`src/verilog/nxthp_defines.svh`:
```
// width and count macros of the next-hop store, included by every file that sizes a port or type
`ifndef NXTHP_DEFINES_SVH
`define NXTHP_DEFINES_SVH

// full request address as seen by the requester
`define NXTHP_ADDR_W 10

// the bank is chosen by the top address bits
`define NXTHP_BANK_W 2
`define NXTHP_NUM_BANKS 4

// offset inside one bank, 256 words deep
`define NXTHP_OFS_W 8

// 14 pointer bits plus one parity bit that the store treats as plain data
`define NXTHP_PAYLOAD_W 15

// five Hamming check bits and one overall parity bit on top
`define NXTHP_ECC_W 6
`define NXTHP_WORD_W 21

`endif

```
`src/verilog/nxthp_pkg.sv`:
```
// shared command and word types of the next-hop store, imported by the RTL and the testbench
`default_nettype none

`include "nxthp_defines.svh"

package nxthp_pkg;

  // command carried from the requester down to the bank pipe
  typedef enum logic [1:0] {
    NXTHP_NOP       = 2'd0,
    NXTHP_READ      = 2'd1,
    NXTHP_WRITE     = 2'd2,
    NXTHP_WRITE_RAW = 2'd3
  } nxthp_cmd_t;

  // a normal write only brings the payload and the upper bits are don't care
  typedef struct packed {
    logic [`NXTHP_ECC_W-1:0]     pad;
    logic [`NXTHP_PAYLOAD_W-1:0] payload;
  } nxthp_pipe_view_t;

  // what the array holds, check bits above the payload
  typedef struct packed {
    logic [`NXTHP_ECC_W-1:0]     ecc;
    logic [`NXTHP_PAYLOAD_W-1:0] payload;
  } nxthp_mem_view_t;

  // one 21 bit word, decoded per command as pipe data or as a full memory word
  typedef union packed {
    nxthp_pipe_view_t pipe;
    nxthp_mem_view_t  mem;
  } nxthp_word_u;

endpackage

`default_nettype wire

```
`src/verilog/nxthp_rsp_collect.sv`:
```
// fixed-priority collector of bank read completions that sends each over a four-phase response
`timescale 1ns/1ps
`default_nettype none

`include "nxthp_defines.svh"

module nxthp_rsp_collect (
  input  logic                        clk,
  input  logic                        rst,
  input  logic [`NXTHP_NUM_BANKS-1:0] bank_p3_v,
  input  logic [`NXTHP_OFS_W-1:0]     bank_p3_ofs [`NXTHP_NUM_BANKS],
  input  nxthp_pkg::nxthp_word_u      bank_p3_data [`NXTHP_NUM_BANKS],
  input  logic [`NXTHP_NUM_BANKS-1:0] bank_p3_error_sb,
  input  logic [`NXTHP_NUM_BANKS-1:0] bank_p3_error_mb,
  output logic [`NXTHP_NUM_BANKS-1:0] bank_hold,
  output logic                        rsp_req,
  input  logic                        rsp_ack,
  output logic [`NXTHP_ADDR_W-1:0]    rsp_addr,
  output nxthp_pkg::nxthp_word_u      rsp_data,
  output logic                        rsp_error_sb,
  output logic                        rsp_error_mb
);

  typedef enum logic [1:0] {ST_IDLE, ST_SEND, ST_DROP} state_t;

  state_t                   state;
  logic [`NXTHP_BANK_W-1:0] sel;
  logic                     take;

  // lowest numbered bank with a finished read wins
  always_comb begin
    sel = '0;
    for (int i = `NXTHP_NUM_BANKS - 1; i >= 0; i--) begin
      if (bank_p3_v[i]) begin
        sel = i[`NXTHP_BANK_W-1:0];
      end
    end
  end

  assign take = (state == ST_IDLE) && (|bank_p3_v);

  // every waiting completion that is not taken keeps its bank frozen
  always_comb begin
    for (int i = 0; i < `NXTHP_NUM_BANKS; i++) begin
      bank_hold[i] = bank_p3_v[i] && !(take && (sel == i[`NXTHP_BANK_W-1:0]));
    end
  end

  // the bank index goes back on top of the offset to rebuild the request address
  always_ff @(posedge clk) begin
    if (take) begin
      rsp_addr     <= {sel, bank_p3_ofs[sel]};
      rsp_data     <= bank_p3_data[sel];
      rsp_error_sb <= bank_p3_error_sb[sel];
      rsp_error_mb <= bank_p3_error_mb[sel];
    end
  end

  always_ff @(posedge clk) begin
    if (rst) begin
      state <= ST_IDLE;
    end else begin
      case (state)
        ST_IDLE: if (take) state <= ST_SEND;
        ST_SEND: if (rsp_ack) state <= ST_DROP;
        // nothing new is taken until the receiver has let go of rsp_ack
        ST_DROP: if (!rsp_ack) state <= ST_IDLE;
        default: state <= ST_IDLE;
      endcase
    end
  end

  assign rsp_req = (state == ST_SEND);

  // the receiver may sample the fields any time during the request phase
  a_rsp_stable : assert property (@(posedge clk) disable iff (rst)
    rsp_req |=> !rsp_req || $stable({rsp_addr, rsp_data, rsp_error_sb, rsp_error_mb}))
    else $error("response fields changed while rsp_req was high");

endmodule

`default_nettype wire

```
`config.mk`:
```
export PLATFORM = sky130hd
export DESIGN_NAME = nxthp_rsp_collect
export DESIGN_NICKNAME = d
export VERILOG_FILES = /design/src/verilog/nxthp_pkg.sv /design/src/verilog/nxthp_rsp_collect.sv
export VERILOG_INCLUDE_DIRS = /design/src /design/src/verilog
export SDC_FILE = /design/constraint.sdc
export NUM_CORES = 1
export LEC_CHECK = 0
export BUFFER_PORTS_ARGS = -buffer_cell sky130_fd_sc_hd__buf_4
export CORE_MARGIN = 2
export CORE_UTILIZATION = 43
export DETAILED_ROUTE_END_ITERATION = 7
export PLACE_DENSITY = 0.86
export SLEW_MARGIN = 10
export SYNTH_ARGS = -nofsm -noshare
export SYNTH_HDL_FRONTEND = slang
export SYNTH_SLANG_ARGS = --single-unit
```
`constraint.sdc`:
```
create_clock -name clk -period 5.5 [get_ports clk]
set_clock_uncertainty 0.1 [all_clocks]
set_input_delay 0.55 -clock clk [delete_from_list [all_inputs] [get_ports clk]]
set_output_delay 0.55 -clock clk [all_outputs]
set_load 0.02 [all_outputs]
```
==> flow_summary.rst <==
.. list-table::
   :header-rows: 1

   * - Metric
     - Value
   * - Outcome
     - completed
   * - Final worst path period share
     - 0.425
   * - Mapped Cells
     - 204
   * - Clock-pin slew of the registers on the worst-case setup and hold paths
     - 0.06 ns
   * - Maximum count of clock buffers along a single path
     - 2
   * - Cts-stage hold buffer count
     - 0
   * - Overflow left after global routing
     - 0
   * - Beginning of the worst register-to-register path
     - state[0]
   * - Register area share after synthesis
     - 0.473
   * - First-pass GRT wire length
     - between 10000 and 15000 um
   * - CTS Buf Count
     - 5
   * - Number of placed instances, taps included
     - slightly above 400
   * - Post-Route WL
     - 7050 um
   * - Kind of launch point of the worst setup path
     - input pin
   * - Ys flop type
     - edfxtp_1
   * - Number of rows created at floorplan
     - 25
   * - Arrival @ worst endpoint
     - 1.69 ns
   * - Cell area power density
     - roughly 230 mW/mm2
   * - Cell with the largest stage delay on the worst path
     - or4_1
   * - Maximum number of pins on one net before global-route repair
     - roughly 70
   * - Total standard cell area after synthesis
     - 0.00218 mm2
   * - Tightest Pin Transition
     - 1.13 ns
   * - Antenna-violating nets left
     - 0
   * - Initial cell density of the core
     - 0.452
   * - Detailed Routing Iterations Pass 1
     - 4
   * - Required time of the critical path
     - between 4 and 5 ns
   * - Number of warnings printed during yosys synthesis
     - 0
   * - Cells along the critical path
     - buf_4 > or4_1 > o21a_1 > buf_4
   * - Worst path max stage delay
     - ~0.49 ns
   * - Fin. max-slew vios
     - 0
   * - Global router's overall resource usage
     - 0.238
   * - Boundary pin count
     - 169
   * - Number of enable-type register cells in the synthesized netlist
     - 33
   * - Antenna violations before repair
     - 0
   * - Most numerous cell types in the synthesized netlist
     - edfxtp_1, inv_1, a21oi_1, a221o_1, a22o_1
   * - Max_cap viols
     - 0
   * - Final period demand of the worst path
     - around 2.3 ns
   * - CP most frequent cell
     - buf_4
   * - Antenna diode instance count
     - 0
   * - Proportion of synthesized flip-flops having asynchronous set or reset
     - 0
   * - Worst Min Path Start
     - rst
   * - Class of the tightest hold or removal check
     - input pin to flop
   * - Die footprint
     - 0.00565 mm2
   * - Share of cells above drive strength 1
     - 0.494
   * - Worst Path Class, Setup
     - input pin to output pin
   * - Wire per inst
     - 16.7 um
   * - Worst-Skew Late Latency
     - approximately 0.27 ns
   * - Post-Synthesis Net Count
     - roughly 340
   * - # DRC
     - 0
   * - Hold violation count in the final report
     - 0
   * - Final std cells w/o fill
     - 423
   * - Total Neg Setup Slack
     - 0 ns
   * - Routability cong.
     - 0.740
   * - Initial detailed-routing violation count
     - around 110
   * - Standard cell core area
     - 0.00482 mm2
   * - H-tree depth reported by CTS
     - 2
   * - Width of the die
     - roughly 75 um
   * - Leading post-synthesis cells by cell area
     - edfxtp_1, a221o_1, a22o_1
   * - Vias per inst
     - between 5 and 6
   * - Maximum fanout along the worst path
     - about 70
   * - Most repeated cell in the gate-level netlist after synthesis
     - edfxtp_1
   * - Avg Synthesized Cell Area
     - about 11 um2
   * - Die Span Y
     - roughly 75 um
   * - Remaining max-slew budget at the tightest pin
     - 0.246
   * - RSZ-0062 raised after global routing
     - no
   * - Clock tree from TritonCTS
     - built
   * - Portion of synthesized cell area occupied by the leading cell type
     - 0.455
   * - Power after layout
     - 0.000781 W
   * - Number of vias after detailed routing
     - 2291
   * - Startpoint of the worst setup timing path
     - bank_p3_v[1]
   * - Number of distinct library cell variants in the gate-level netlist after synthesis
     - 22
   * - Worst supply voltage drop on vdd
     - 116 uV
   * - Endpoint type of the worst setup path
     - output pin
   * - Via count of the first global-routing pass
     - 2180
   * - Nets
     - between 400 and 500
   * - Setup violation total in the final timing report
     - 0
   * - Port Buf Inserts
     - 168
   * - DP HPWL
     - between 5000 and 6000 um
   * - Signed area change from the synthesized netlist to the final layout
     - 58.3%
   * - Yosys reg bits
     - 35
   * - Gates resized, CTS repair
     - 0
   * - Post-CTS setup-driven buffer insertion count
     - 0
   * - Clock tree sinks
     - 35
   * - Master cell of the clock root buffer
     - clkbuf_8
   * - Lkg Pwr
     - 1.67 nW
   * - Achievable frequency
     - ~430 MHz
   * - Cell type with the highest aggregate area in the netlist
     - edfxtp_1
[worst paths after layout]
check / endpoint / slack [ns] / cells after the start
max: bank_hold[3] / 3.16 / 4
max reg2reg: rsp_data[12] / 4.09 / 2
min: state[1] / 0.34 / 2
min reg2reg: state[0] / 0.49 / 2
[layout by cell type, fill, tap and decap left out]
master / instances
o31a_1: 1
xnor2_1: 1
inv_1: 32
or2_1: 1
nor2_1: 4
clkbuf_1: 3
a21oi_1: 31
clkbuf_8: 5
a2111oi_0: 1
edfxtp_1: 33
nor3_2: 1
nor3b_1: 1
a22o_1: 31
nor2b_4: 1
o21a_1: 2
nor3_1: 2
a221o_1: 31
buf_4: 169
nor4_1: 1
or4_1: 1
and2_1: 2
dfxtp_1: 2
[flip-flops by register name, indices dropped and copies added (netlist names)]
name          flops
rsp_addr         10
rsp_data         21
rsp_error_mb      1
state             2
rsp_error_sb      1
[cells by family after synthesis]
logic type             Yosys count  synth area share
AO/OA/AOI/OAI                   97             0.353
XOR/XNOR                         1           0.00402
buffers and inverters           57             0.131
flip-flops                      35             0.473
AND/OR/NAND/NOR                 14            0.0385
[critical path: cells and delay by family]
family	cells	cell delay [ns]
buf+inv	2	0.46
simple gates	1	0.49
compound gates	1	0.18
[routing by layer]
metal  GRT usage  part of all wire  wire [um]  up-vias
li1            -                 -          -     1092
met1       0.264              0.35       2480     1066
met2       0.449              0.55       3870      125
met3      0.0589             0.087        615        8
met4      0.0702             0.013         90        0
met5           0                 0          0        -
[area by class of cell]
class	instances	area, um2
clock buffers	8	80.1
fillers	379	1370
inverters	32	120
multi-input cells	112	867
flip-flops and latches	35	1030
well taps	67	83.8
repair buffers	169	1270
[stage by stage]
step                cell area, um2   util  setup WS, ns  hold WS (ns)
floorplan                     2180      -          1.76         0.427
global placement              3370  0.700          2.96         0.468
detailed placement            3370  0.700          2.91         0.494
CTS                           3450  0.716          3.16         0.330
global route                  3450  0.716          3.05         0.328
finish                        3450  0.716          3.16         0.344
[where the power goes]
part | internal (W) | total [W] | switching (W)
combinational | 0.000136 | 0.000263 | 0.000126
sequential | 0.000334 | 0.000346 | 0.0000119
clock | 0.0000899 | 0.000172 | 0.0000826
(Power assumes the default switching activity.)
