**config.mk**
```make
export PLATFORM = sky130hd
export DESIGN_NAME = nxthp_req_dispatch
export DESIGN_NICKNAME = d
export VERILOG_FILES = /design/src/verilog/nxthp_pkg.sv /design/src/verilog/nxthp_req_dispatch.sv
export VERILOG_INCLUDE_DIRS = /design/src /design/src/verilog
export SDC_FILE = /design/constraint.sdc
export NUM_CORES = 1
export LEC_CHECK = 0
export BUFFER_PORTS_ARGS = -buffer_cell sky130_fd_sc_hd__buf_4
export CAP_MARGIN = 20
export CORE_UTILIZATION = 25
export DETAILED_ROUTE_END_ITERATION = 7
export GPL_ROUTABILITY_DRIVEN = 0
export PLACE_DENSITY = 0.79
export SKIP_LAST_GASP = 1
export SLEW_MARGIN = 10
export SYNTH_ARGS = -nofsm -noshare
export SYNTH_HDL_FRONTEND = slang
export SYNTH_SLANG_ARGS = --single-unit
```
**constraint.sdc**
```tcl
create_clock -name clk -period 1 [get_ports clk]
set_input_delay 0.2 -clock clk [delete_from_list [all_inputs] [get_ports clk]]
set_output_delay 0.2 -clock clk [all_outputs]
set_load 0.05 [all_outputs]
```
**src/verilog/nxthp_defines.svh**
```systemverilog
// width and count macros of the next-hop store, included by every file that sizes a port or type
`ifndef NXTHP_DEFINES_SVH
`define NXTHP_DEFINES_SVH

// full request address as seen by the requester
`define NXTHP_ADDR_W 10

// the bank is chosen by the top address bits
`define NXTHP_BANK_W 2
`define NXTHP_NUM_BANKS 4

// offset inside one bank, 256 words deep
`define NXTHP_OFS_W 8

// 14 pointer bits plus one parity bit that the store treats as plain data
`define NXTHP_PAYLOAD_W 15

// five Hamming check bits and one overall parity bit on top
`define NXTHP_ECC_W 6
`define NXTHP_WORD_W 21

`endif

```
**src/verilog/nxthp_pkg.sv**
```systemverilog
// shared command and word types of the next-hop store, imported by the RTL and the testbench
`default_nettype none

`include "nxthp_defines.svh"

package nxthp_pkg;

  // command carried from the requester down to the bank pipe
  typedef enum logic [1:0] {
    NXTHP_NOP       = 2'd0,
    NXTHP_READ      = 2'd1,
    NXTHP_WRITE     = 2'd2,
    NXTHP_WRITE_RAW = 2'd3
  } nxthp_cmd_t;

  // a normal write only brings the payload and the upper bits are don't care
  typedef struct packed {
    logic [`NXTHP_ECC_W-1:0]     pad;
    logic [`NXTHP_PAYLOAD_W-1:0] payload;
  } nxthp_pipe_view_t;

  // what the array holds, check bits above the payload
  typedef struct packed {
    logic [`NXTHP_ECC_W-1:0]     ecc;
    logic [`NXTHP_PAYLOAD_W-1:0] payload;
  } nxthp_mem_view_t;

  // one 21 bit word, decoded per command as pipe data or as a full memory word
  typedef union packed {
    nxthp_pipe_view_t pipe;
    nxthp_mem_view_t  mem;
  } nxthp_word_u;

endpackage

`default_nettype wire

```
**src/verilog/nxthp_req_dispatch.sv**
```systemverilog
// four-phase request receiver that issues each command to the bank selected by its address
`timescale 1ns/1ps
`default_nettype none

`include "nxthp_defines.svh"

module nxthp_req_dispatch (
  input  logic                        clk,
  input  logic                        rst,
  input  logic                        req,
  input  nxthp_pkg::nxthp_cmd_t       cmd,
  input  logic [`NXTHP_ADDR_W-1:0]    addr,
  input  nxthp_pkg::nxthp_word_u      wdata,
  output logic                        ack,
  input  logic [`NXTHP_NUM_BANKS-1:0] bank_hold,
  output logic [`NXTHP_NUM_BANKS-1:0] p0_v,
  output nxthp_pkg::nxthp_cmd_t       p0_cmd,
  output logic [`NXTHP_OFS_W-1:0]     p0_ofs,
  output nxthp_pkg::nxthp_word_u      p0_wdata
);

  typedef enum logic [1:0] {ST_IDLE, ST_ISSUED, ST_WAIT_DROP} state_t;

  state_t                   state;
  logic [`NXTHP_BANK_W-1:0] bank_sel;

  // the bank comes from the top address bits and the rest is the bank offset
  assign bank_sel = addr[`NXTHP_ADDR_W-1 -: `NXTHP_BANK_W];
  assign p0_ofs   = addr[`NXTHP_OFS_W-1:0];
  assign p0_cmd   = cmd;
  assign p0_wdata = wdata;

  // the command goes out once while idle, and a held bank simply delays it
  always_comb begin
    p0_v = '0;
    if ((state == ST_IDLE) && req && !bank_hold[bank_sel]) begin
      p0_v[bank_sel] = 1'b1;
    end
  end

  always_ff @(posedge clk) begin
    if (rst) begin
      state <= ST_IDLE;
    end else begin
      case (state)
        ST_IDLE: if (|p0_v) state <= ST_ISSUED;
        // requester may drop req as soon as it sees ack
        ST_ISSUED: state <= req ? ST_WAIT_DROP : ST_IDLE;
        ST_WAIT_DROP: if (!req) state <= ST_IDLE;
        default: state <= ST_IDLE;
      endcase
    end
  end

  // ack is up from the issue until req has been seen low
  assign ack = (state != ST_IDLE);

  // a stalled pipe drops p0, so a command sent into a held bank would be lost
  a_no_issue_held : assert property (@(posedge clk) disable iff (rst)
    (p0_v & bank_hold) == '0)
    else $error("command issued to a bank that is held");

endmodule

`default_nettype wire

```
==> run_results.csv, run 1 <==
group,metric,value,unit
drt,first_iter_violations,0,
drt,drtPass1Iterations,1,
sta,fin_skew,0.002163,ns
drt,remaining_drc_errors,0,
die,rows,14,
logic_synthesis,syn_area_per_cell,8.393,um^2
outcome,violations,"negative setup slack",
sta,max_freq,695.5,MHz
cells_and_area,top_register,"state",
cells_and_area,antenna_cells,0,
sta,hold_viol,0,
placed_design,place.detailed.hpwl,529.3,um
clock_network,h-tree-depth,1,
cells_and_area,final_cell_area,430.4,um^2
die,die_h,42.15,um
die,die_x,42.15,um
die,die_area,1776,um^2
placed_design,dpl_cell_area,369.1,um^2
power,power.leakage,0.1940,nW
global_routing,grt_pass1_wl,972,um
critical_path,cp.required,0.80,ns
clock_network,tritoncts,"built",
cells_and_area,layout_commonest_cell,"buf_4",
logic_synthesis,synth_fa_ha_area_frac,0,
sta,finalMaxSlewViolations,0,
clock_network,cts.sinks,2,
logic_synthesis,synth-seq-cells,2,
drt,antenna_left,0,
logic_synthesis,synth-seq-area-share,0.09938,
global_routing,grt_pass1_vias,259,
sta,fin_crit,1.438,ns
sta,fin_crit_sh,1.438,
drt,met2_length,269,um
drt,wl_met1,210,um
global_routing,grt_max_degree,6,
cells_and_area,final_layout_size_suffix_gt1_frac,0.8049,
drt,vias,244,
die,start_util,0.2674,
logic_synthesis,synth_top_family_by_area,"buffers and inverters",
logic_synthesis,synth_nets,88,
cells_and_area,fin_cells,57,
cells_and_area,largest_reg_flops,2,
logic_synthesis,synth-compound-area-share,0.01242,
cells_and_area,layout_common_cells,"15 x buf_4, 6 x buf_6, 3 x clkbuf_4",
sta,setup_ws,-0.4378,ns
global_routing,grt_use_total,0.07644,
clock_network,clk_path_buf_depth,2,
clock_network,insertion_delay,0.22,ns
critical_path,end_kind,"output pin",
sta,tightest_slew,0.2110,ns
drt,viasPerCell,4.281,
clock_network,clk_pin_slew,0.03,ns
critical_path,startpoint_type,"flip-flop",
placed_design,place_inst,52,
critical_path,cp_max_fo,4,
logic_synthesis,syn_inst,48,
sta,rsz0062_at_grt,"yes",
cells_and_area,final_nets,83,
sta,max_slew_margin,0.8583,
placed_design,numPortBuffers,13,
critical_path,crit_type,"flip-flop to output pin",
logic_synthesis,synth.mux.area_fraction,0.02484,
global_routing,antenna_found_initial,0,
power,p_per_area,1009,nW/um^2
placed_design,place_ws,-0.2462,ns
logic_synthesis,syn_area,402.9,um^2
drt,wl_met3,144,um
drt,top_layer_used,"met4",
sta,setup_violations,5,
clock_network,clock-root-buffer,"clkbuf_4",
cells_and_area,reg_top3,"state: 2 flops",
power,ir_worst_vdd,0.2774,mV
global_routing,grt_overflow,0,
job,cap_violations,0,
drt,wl_per_cell,11.23,um
sta,tns,-1.960,ns
logic_synthesis,synth_xor_area_frac,0.02174,
logic_synthesis,synth_cell_types,16,
logic_synthesis,synth-simple-area-share,0.2547,
hold_path,hold_path_class,"primary input to flip-flop",
outcome,status,"finished, violations left",
logic_synthesis,ys_warn_count,0,
die,core-area,1506,um^2
cells_and_area,area_delta_synth_final,6.832,%
critical_path,arrival,1.24,ns
die,ioPinCount,76,
clock_network,cts_buffers,3,
drt,detail_route.wirelength,640,um
routing by layer:
metal / up-vias / GRT usage
li1: 112 / -
met1: 106 / 0.06527
met2: 20 / 0.09375
met3: 6 / 0.07328
met4: 0 / 0.08750
met5: - / 0
cells by family (layout without fill, tap and decap cells):
family	Yosys count	in the layout
multiplexers	1	1
AO/OA/AOI/OAI	1	1
XOR/XNOR	1	1
buffers and inverters	32	25
AND/OR/NAND/NOR	11	11
flip-flops	2	2
worst paths after layout:
kind | from | to | slack [ns] | cells after the start
worst max register to register | state[1] | state[0] | 0.03 | 4
worst max-delay path | state[1] | p0_v[0] | -0.44 | 4
worst min-delay path | rst | state[0] | 0.14 | 2
worst min register to register | state[0] | state[1] | 0.55 | 2
cells in the mapped netlist:
master | n | area [um^2]
nand3b_1 | 1 | 7.510
nand2_1 | 1 | 3.750
dfxtp_1 | 2 | 40.04
nor4_1 | 1 | 6.260
nor4b_2 | 2 | 30.03
nor3_1 | 1 | 5.000
nor2_1 | 1 | 3.750
nor3b_1 | 1 | 7.510
o21ai_1 | 1 | 5.000
nand3_2 | 1 | 10.01
nand3_4 | 1 | 17.52
mux2i_1 | 1 | 10.01
inv_1 | 1 | 3.750
xnor2_1 | 1 | 8.760
nor2_4 | 1 | 11.26
buf_4 | 31 | 232.7
area by class of cell:
| class | instances | area [um^2] |
|---|---|---|
| Clock buffer | 3 | 22.52 |
| Multi-Input combinational cell | 14 | 161.4 |
| Inverter | 1 | 3.754 |
| Tap cell | 16 | 20.02 |
| Fill cell | 158 | 1076 |
| Timing Repair Buffer | 21 | 180.2 |
| Sequential cell | 2 | 42.54 |
worst max-delay path: stages, from the launching register on:
cell	delay, ns
dfxtp_2	0.32
nor2_4	0.13
nand3_4	0.13
nor4_4	0.24
buf_6	0.19
where the power goes:
part | internal [W] | total [W] | switching, W
clock | 0.000132 | 0.000177 | 0.0000444
combinational | 0.0000850 | 0.000169 | 0.0000836
sequential | 0.0000849 | 0.0000888 | 0.00000389
total | 0.000302 | 0.000434 | 0.000132
stage by stage:
| stage | power (W) | hold WS (ns) | utilization |
|---|---|---|---|
| 6_report | 0.0004341 | 0.1434 | 0.2857 |
| 5_1_grt | 0.0004583 | 0.1455 | 0.2857 |
| 4_1_cts | 0.0004410 | 0.1345 | 0.2782 |
| 3_5_place_dp | 0.0002418 | 0.3752 | 0.2450 |
| 3_3_place_gp | 0.0002401 | 0.3751 | 0.2450 |
| 2_1_floorplan | 0.0004968 | 0.2686 | - |
timing repair:
item / 4_1_cts / 5_1_grt
hold buffers: 0 / 0
buffers inserted: 1 / 1
resized for setup: 6 / 1
setup endpoints to repair: 5 / 6
pin swaps: 2 / 0
No activity file was read; power rests on OpenSTA's default activity.
==> run 2, diff against run 1 <==
Clock period 1 ns to 1.4 ns, I/O delays scaled along.
==> run_results.csv, run 2 (synthesis results as in run 1) <==
group,metric,value,unit
cells_and_area,layout_commonest_cell,"buf_4",
cells_and_area,final_layout_size_suffix_gt1_frac,0.7895,
drt,wl_per_cell,12.19,um
sta,hold_viol,0,
critical_path,critical_path.slowest_cell,"dfxtp_2",
sta,fin_crit_sh,1.091,
clock_network,cts_buffers,3,
power,ir_worst_vdd,0.1912,mV
die,start_util,0.2674,
placed_design,place_ws,0.02764,ns
critical_path,cp_slowest_stage_delay,0.32,ns
clock_network,hold_buffers,0,
sta,max_freq,654.8,MHz
die,rows,14,
power,power.leakage,0.1776,nW
drt,drtPass1Iterations,2,
critical_path,reg2reg_from,"state[1]",
die,die_x,42.15,um
outcome,status,"finished, violations left",
outcome,violations,"negative setup slack",
sta,setup_ws,-0.1273,ns
clock_network,clk_pin_slew,0.03,ns
hold_path,min_to,"state[1]",
sta,hold_slack,0.2221,ns
critical_path,cp_max_fo,5,
sta,fin_skew,0.003431,ns
hold_path,min_path_cells,2,
sta,max_slew_margin,0.8571,
drt,first_iter_violations,2,
cells_and_area,fillers,166,
drt,detail_route.wirelength,658,um
global_routing,grt_pass1_vias,249,
sta,tns,-0.3955,ns
placed_design,numPortBuffers,13,
die,core-area,1506,um^2
sta,tightest_slew,0.2128,ns
critical_path,r2r_cells,3,
critical_path,startpoint_type,"flip-flop",
cells_and_area,layout_common_cells,"14 x buf_4, 4 x buf_6, 3 x clkbuf_4",
sta,rsz0062_at_grt,"yes",
global_routing,grt_overflow,0,
global_routing,grt_pass1_wl,1069,um
clock_network,cts.sinks,2,
die,ioPinCount,76,
placed_design,place.detailed.hpwl,507.2,um
critical_path,reg2reg_slack,0.52,ns
drt,viasPerCell,4.481,
clock_network,insertion_delay,0.22,ns
clock_network,clk_path_buf_depth,2,
die,die_area,1776,um^2
clock_network,clock-root-buffer,"clkbuf_4",
global_routing,grt_max_degree,7,
global_routing,antenna_found_initial,0,
drt,vias,242,
job,cap_violations,0,
drt,antenna_left,0,
cells_and_area,antenna_cells,0,
cells_and_area,reg_top3,"state: 2 flops",
die,die_h,42.15,um
critical_path,arrival,1.25,ns
critical_path,crit_type,"flip-flop to output pin",
critical_path,cp_cell_sequence,"nor2_4 > nand3_4 > nor4b_4 > buf_6",
critical_path,rr_endpoint,"state[0]",
power,p_per_area,750.0,nW/um^2
global_routing,grt_use_total,0.08267,
critical_path,crit_start,"state[1]",
cells_and_area,area_delta_synth_final,-0.6210,%
cells_and_area,top_register,"state",
critical_path,cp.required,1.12,ns
cells_and_area,final_util,0.2658,
sta,finalMaxSlewViolations,0,
cells_and_area,largest_reg_flops,2,
sta,fin_crit,1.527,ns
clock_network,tritoncts,"built",
clock_network,h-tree-depth,1,
drt,remaining_drc_errors,0,
cells_and_area,final_nets,80,
hold_path,hp-start,"rst",
sta,setup_violations,4,
critical_path,end_kind,"output pin",
hold_path,hold_path_class,"primary input to flip-flop",
-- run 2: cell types whose count changed in the layout (fill, tap and decap cells not counted), sizes merged --
cell  previous run  this run
buf             21        18
-- run 2: how the worst max path moves through the flow --
stage | depth (start not counted) | slack (ns) | to
finish | 4 | -0.13 | p0_v[2]
floorplan | 3 | -0.09 | p0_v[1]
global placement | 5 | 0.04 | p0_v[1]
global route | 4 | -0.20 | p0_v[1]
detailed placement | 5 | 0.03 | p0_v[1]
CTS | 4 | -0.15 | p0_v[1]
-- run 2: area by class of cell --
cell class              instances  area [um^2]  area share
multi-input cells              14        161.4      0.4031
repair buffers                 18        150.1      0.3750
flip-flops and latches          2        42.54      0.1062
clock buffers                   3        22.52     0.05625
well taps                      16        20.02     0.05000
inverters                       1        3.754    0.009375
-- run 2: where the power goes --
group / leakage [nW] / switching, W / internal [W] / total [W]
sequential: 0.0172 / 0.00000283 / 0.0000607 / 0.0000635
combinational: 0.147 / 0.0000592 / 0.0000515 / 0.000111
clock: 0.0138 / 0.0000317 / 0.0000945 / 0.000126
total: 0.178 / 0.0000937 / 0.000207 / 0.000300
-- run 2: critical path: cells and delay by family, from the launching register on --
family | cells | cell delay [ns]
simple gates | 3 | 0.52
flops | 1 | 0.32
buf+inv | 1 | 0.19
-- run 2: stage by stage --
step           total power, W  cells  cell area [um^2]
2_1_floorplan       0.0003547     48             437.9
3_3_place_gp        0.0001623     48             337.8
3_5_place_dp        0.0001642     48             337.8
4_1_cts             0.0003074     53             392.9
5_1_grt             0.0003244     54             400.4
6_report            0.0003003     54             400.4
-- run 2: routing by layer --
metal / wire length (um) / GRT usage / vias to the layer above
met5: 0 / 0 / -
met2: 257 / 0.09375 / 22
li1: - / - / 105
met3: 107 / 0.08621 / 4
met4: 13 / 0.06250 / 0
met1: 279 / 0.08616 / 111
-- run 2: repair_timing --
item                                    4_1_cts  5_1_grt
pin swaps                                     2        1
gates resized for setup                       6        0
buffers inserted                              2        1
endpoints found under the setup margin        4        4
endpoints found under the hold margin         0        0
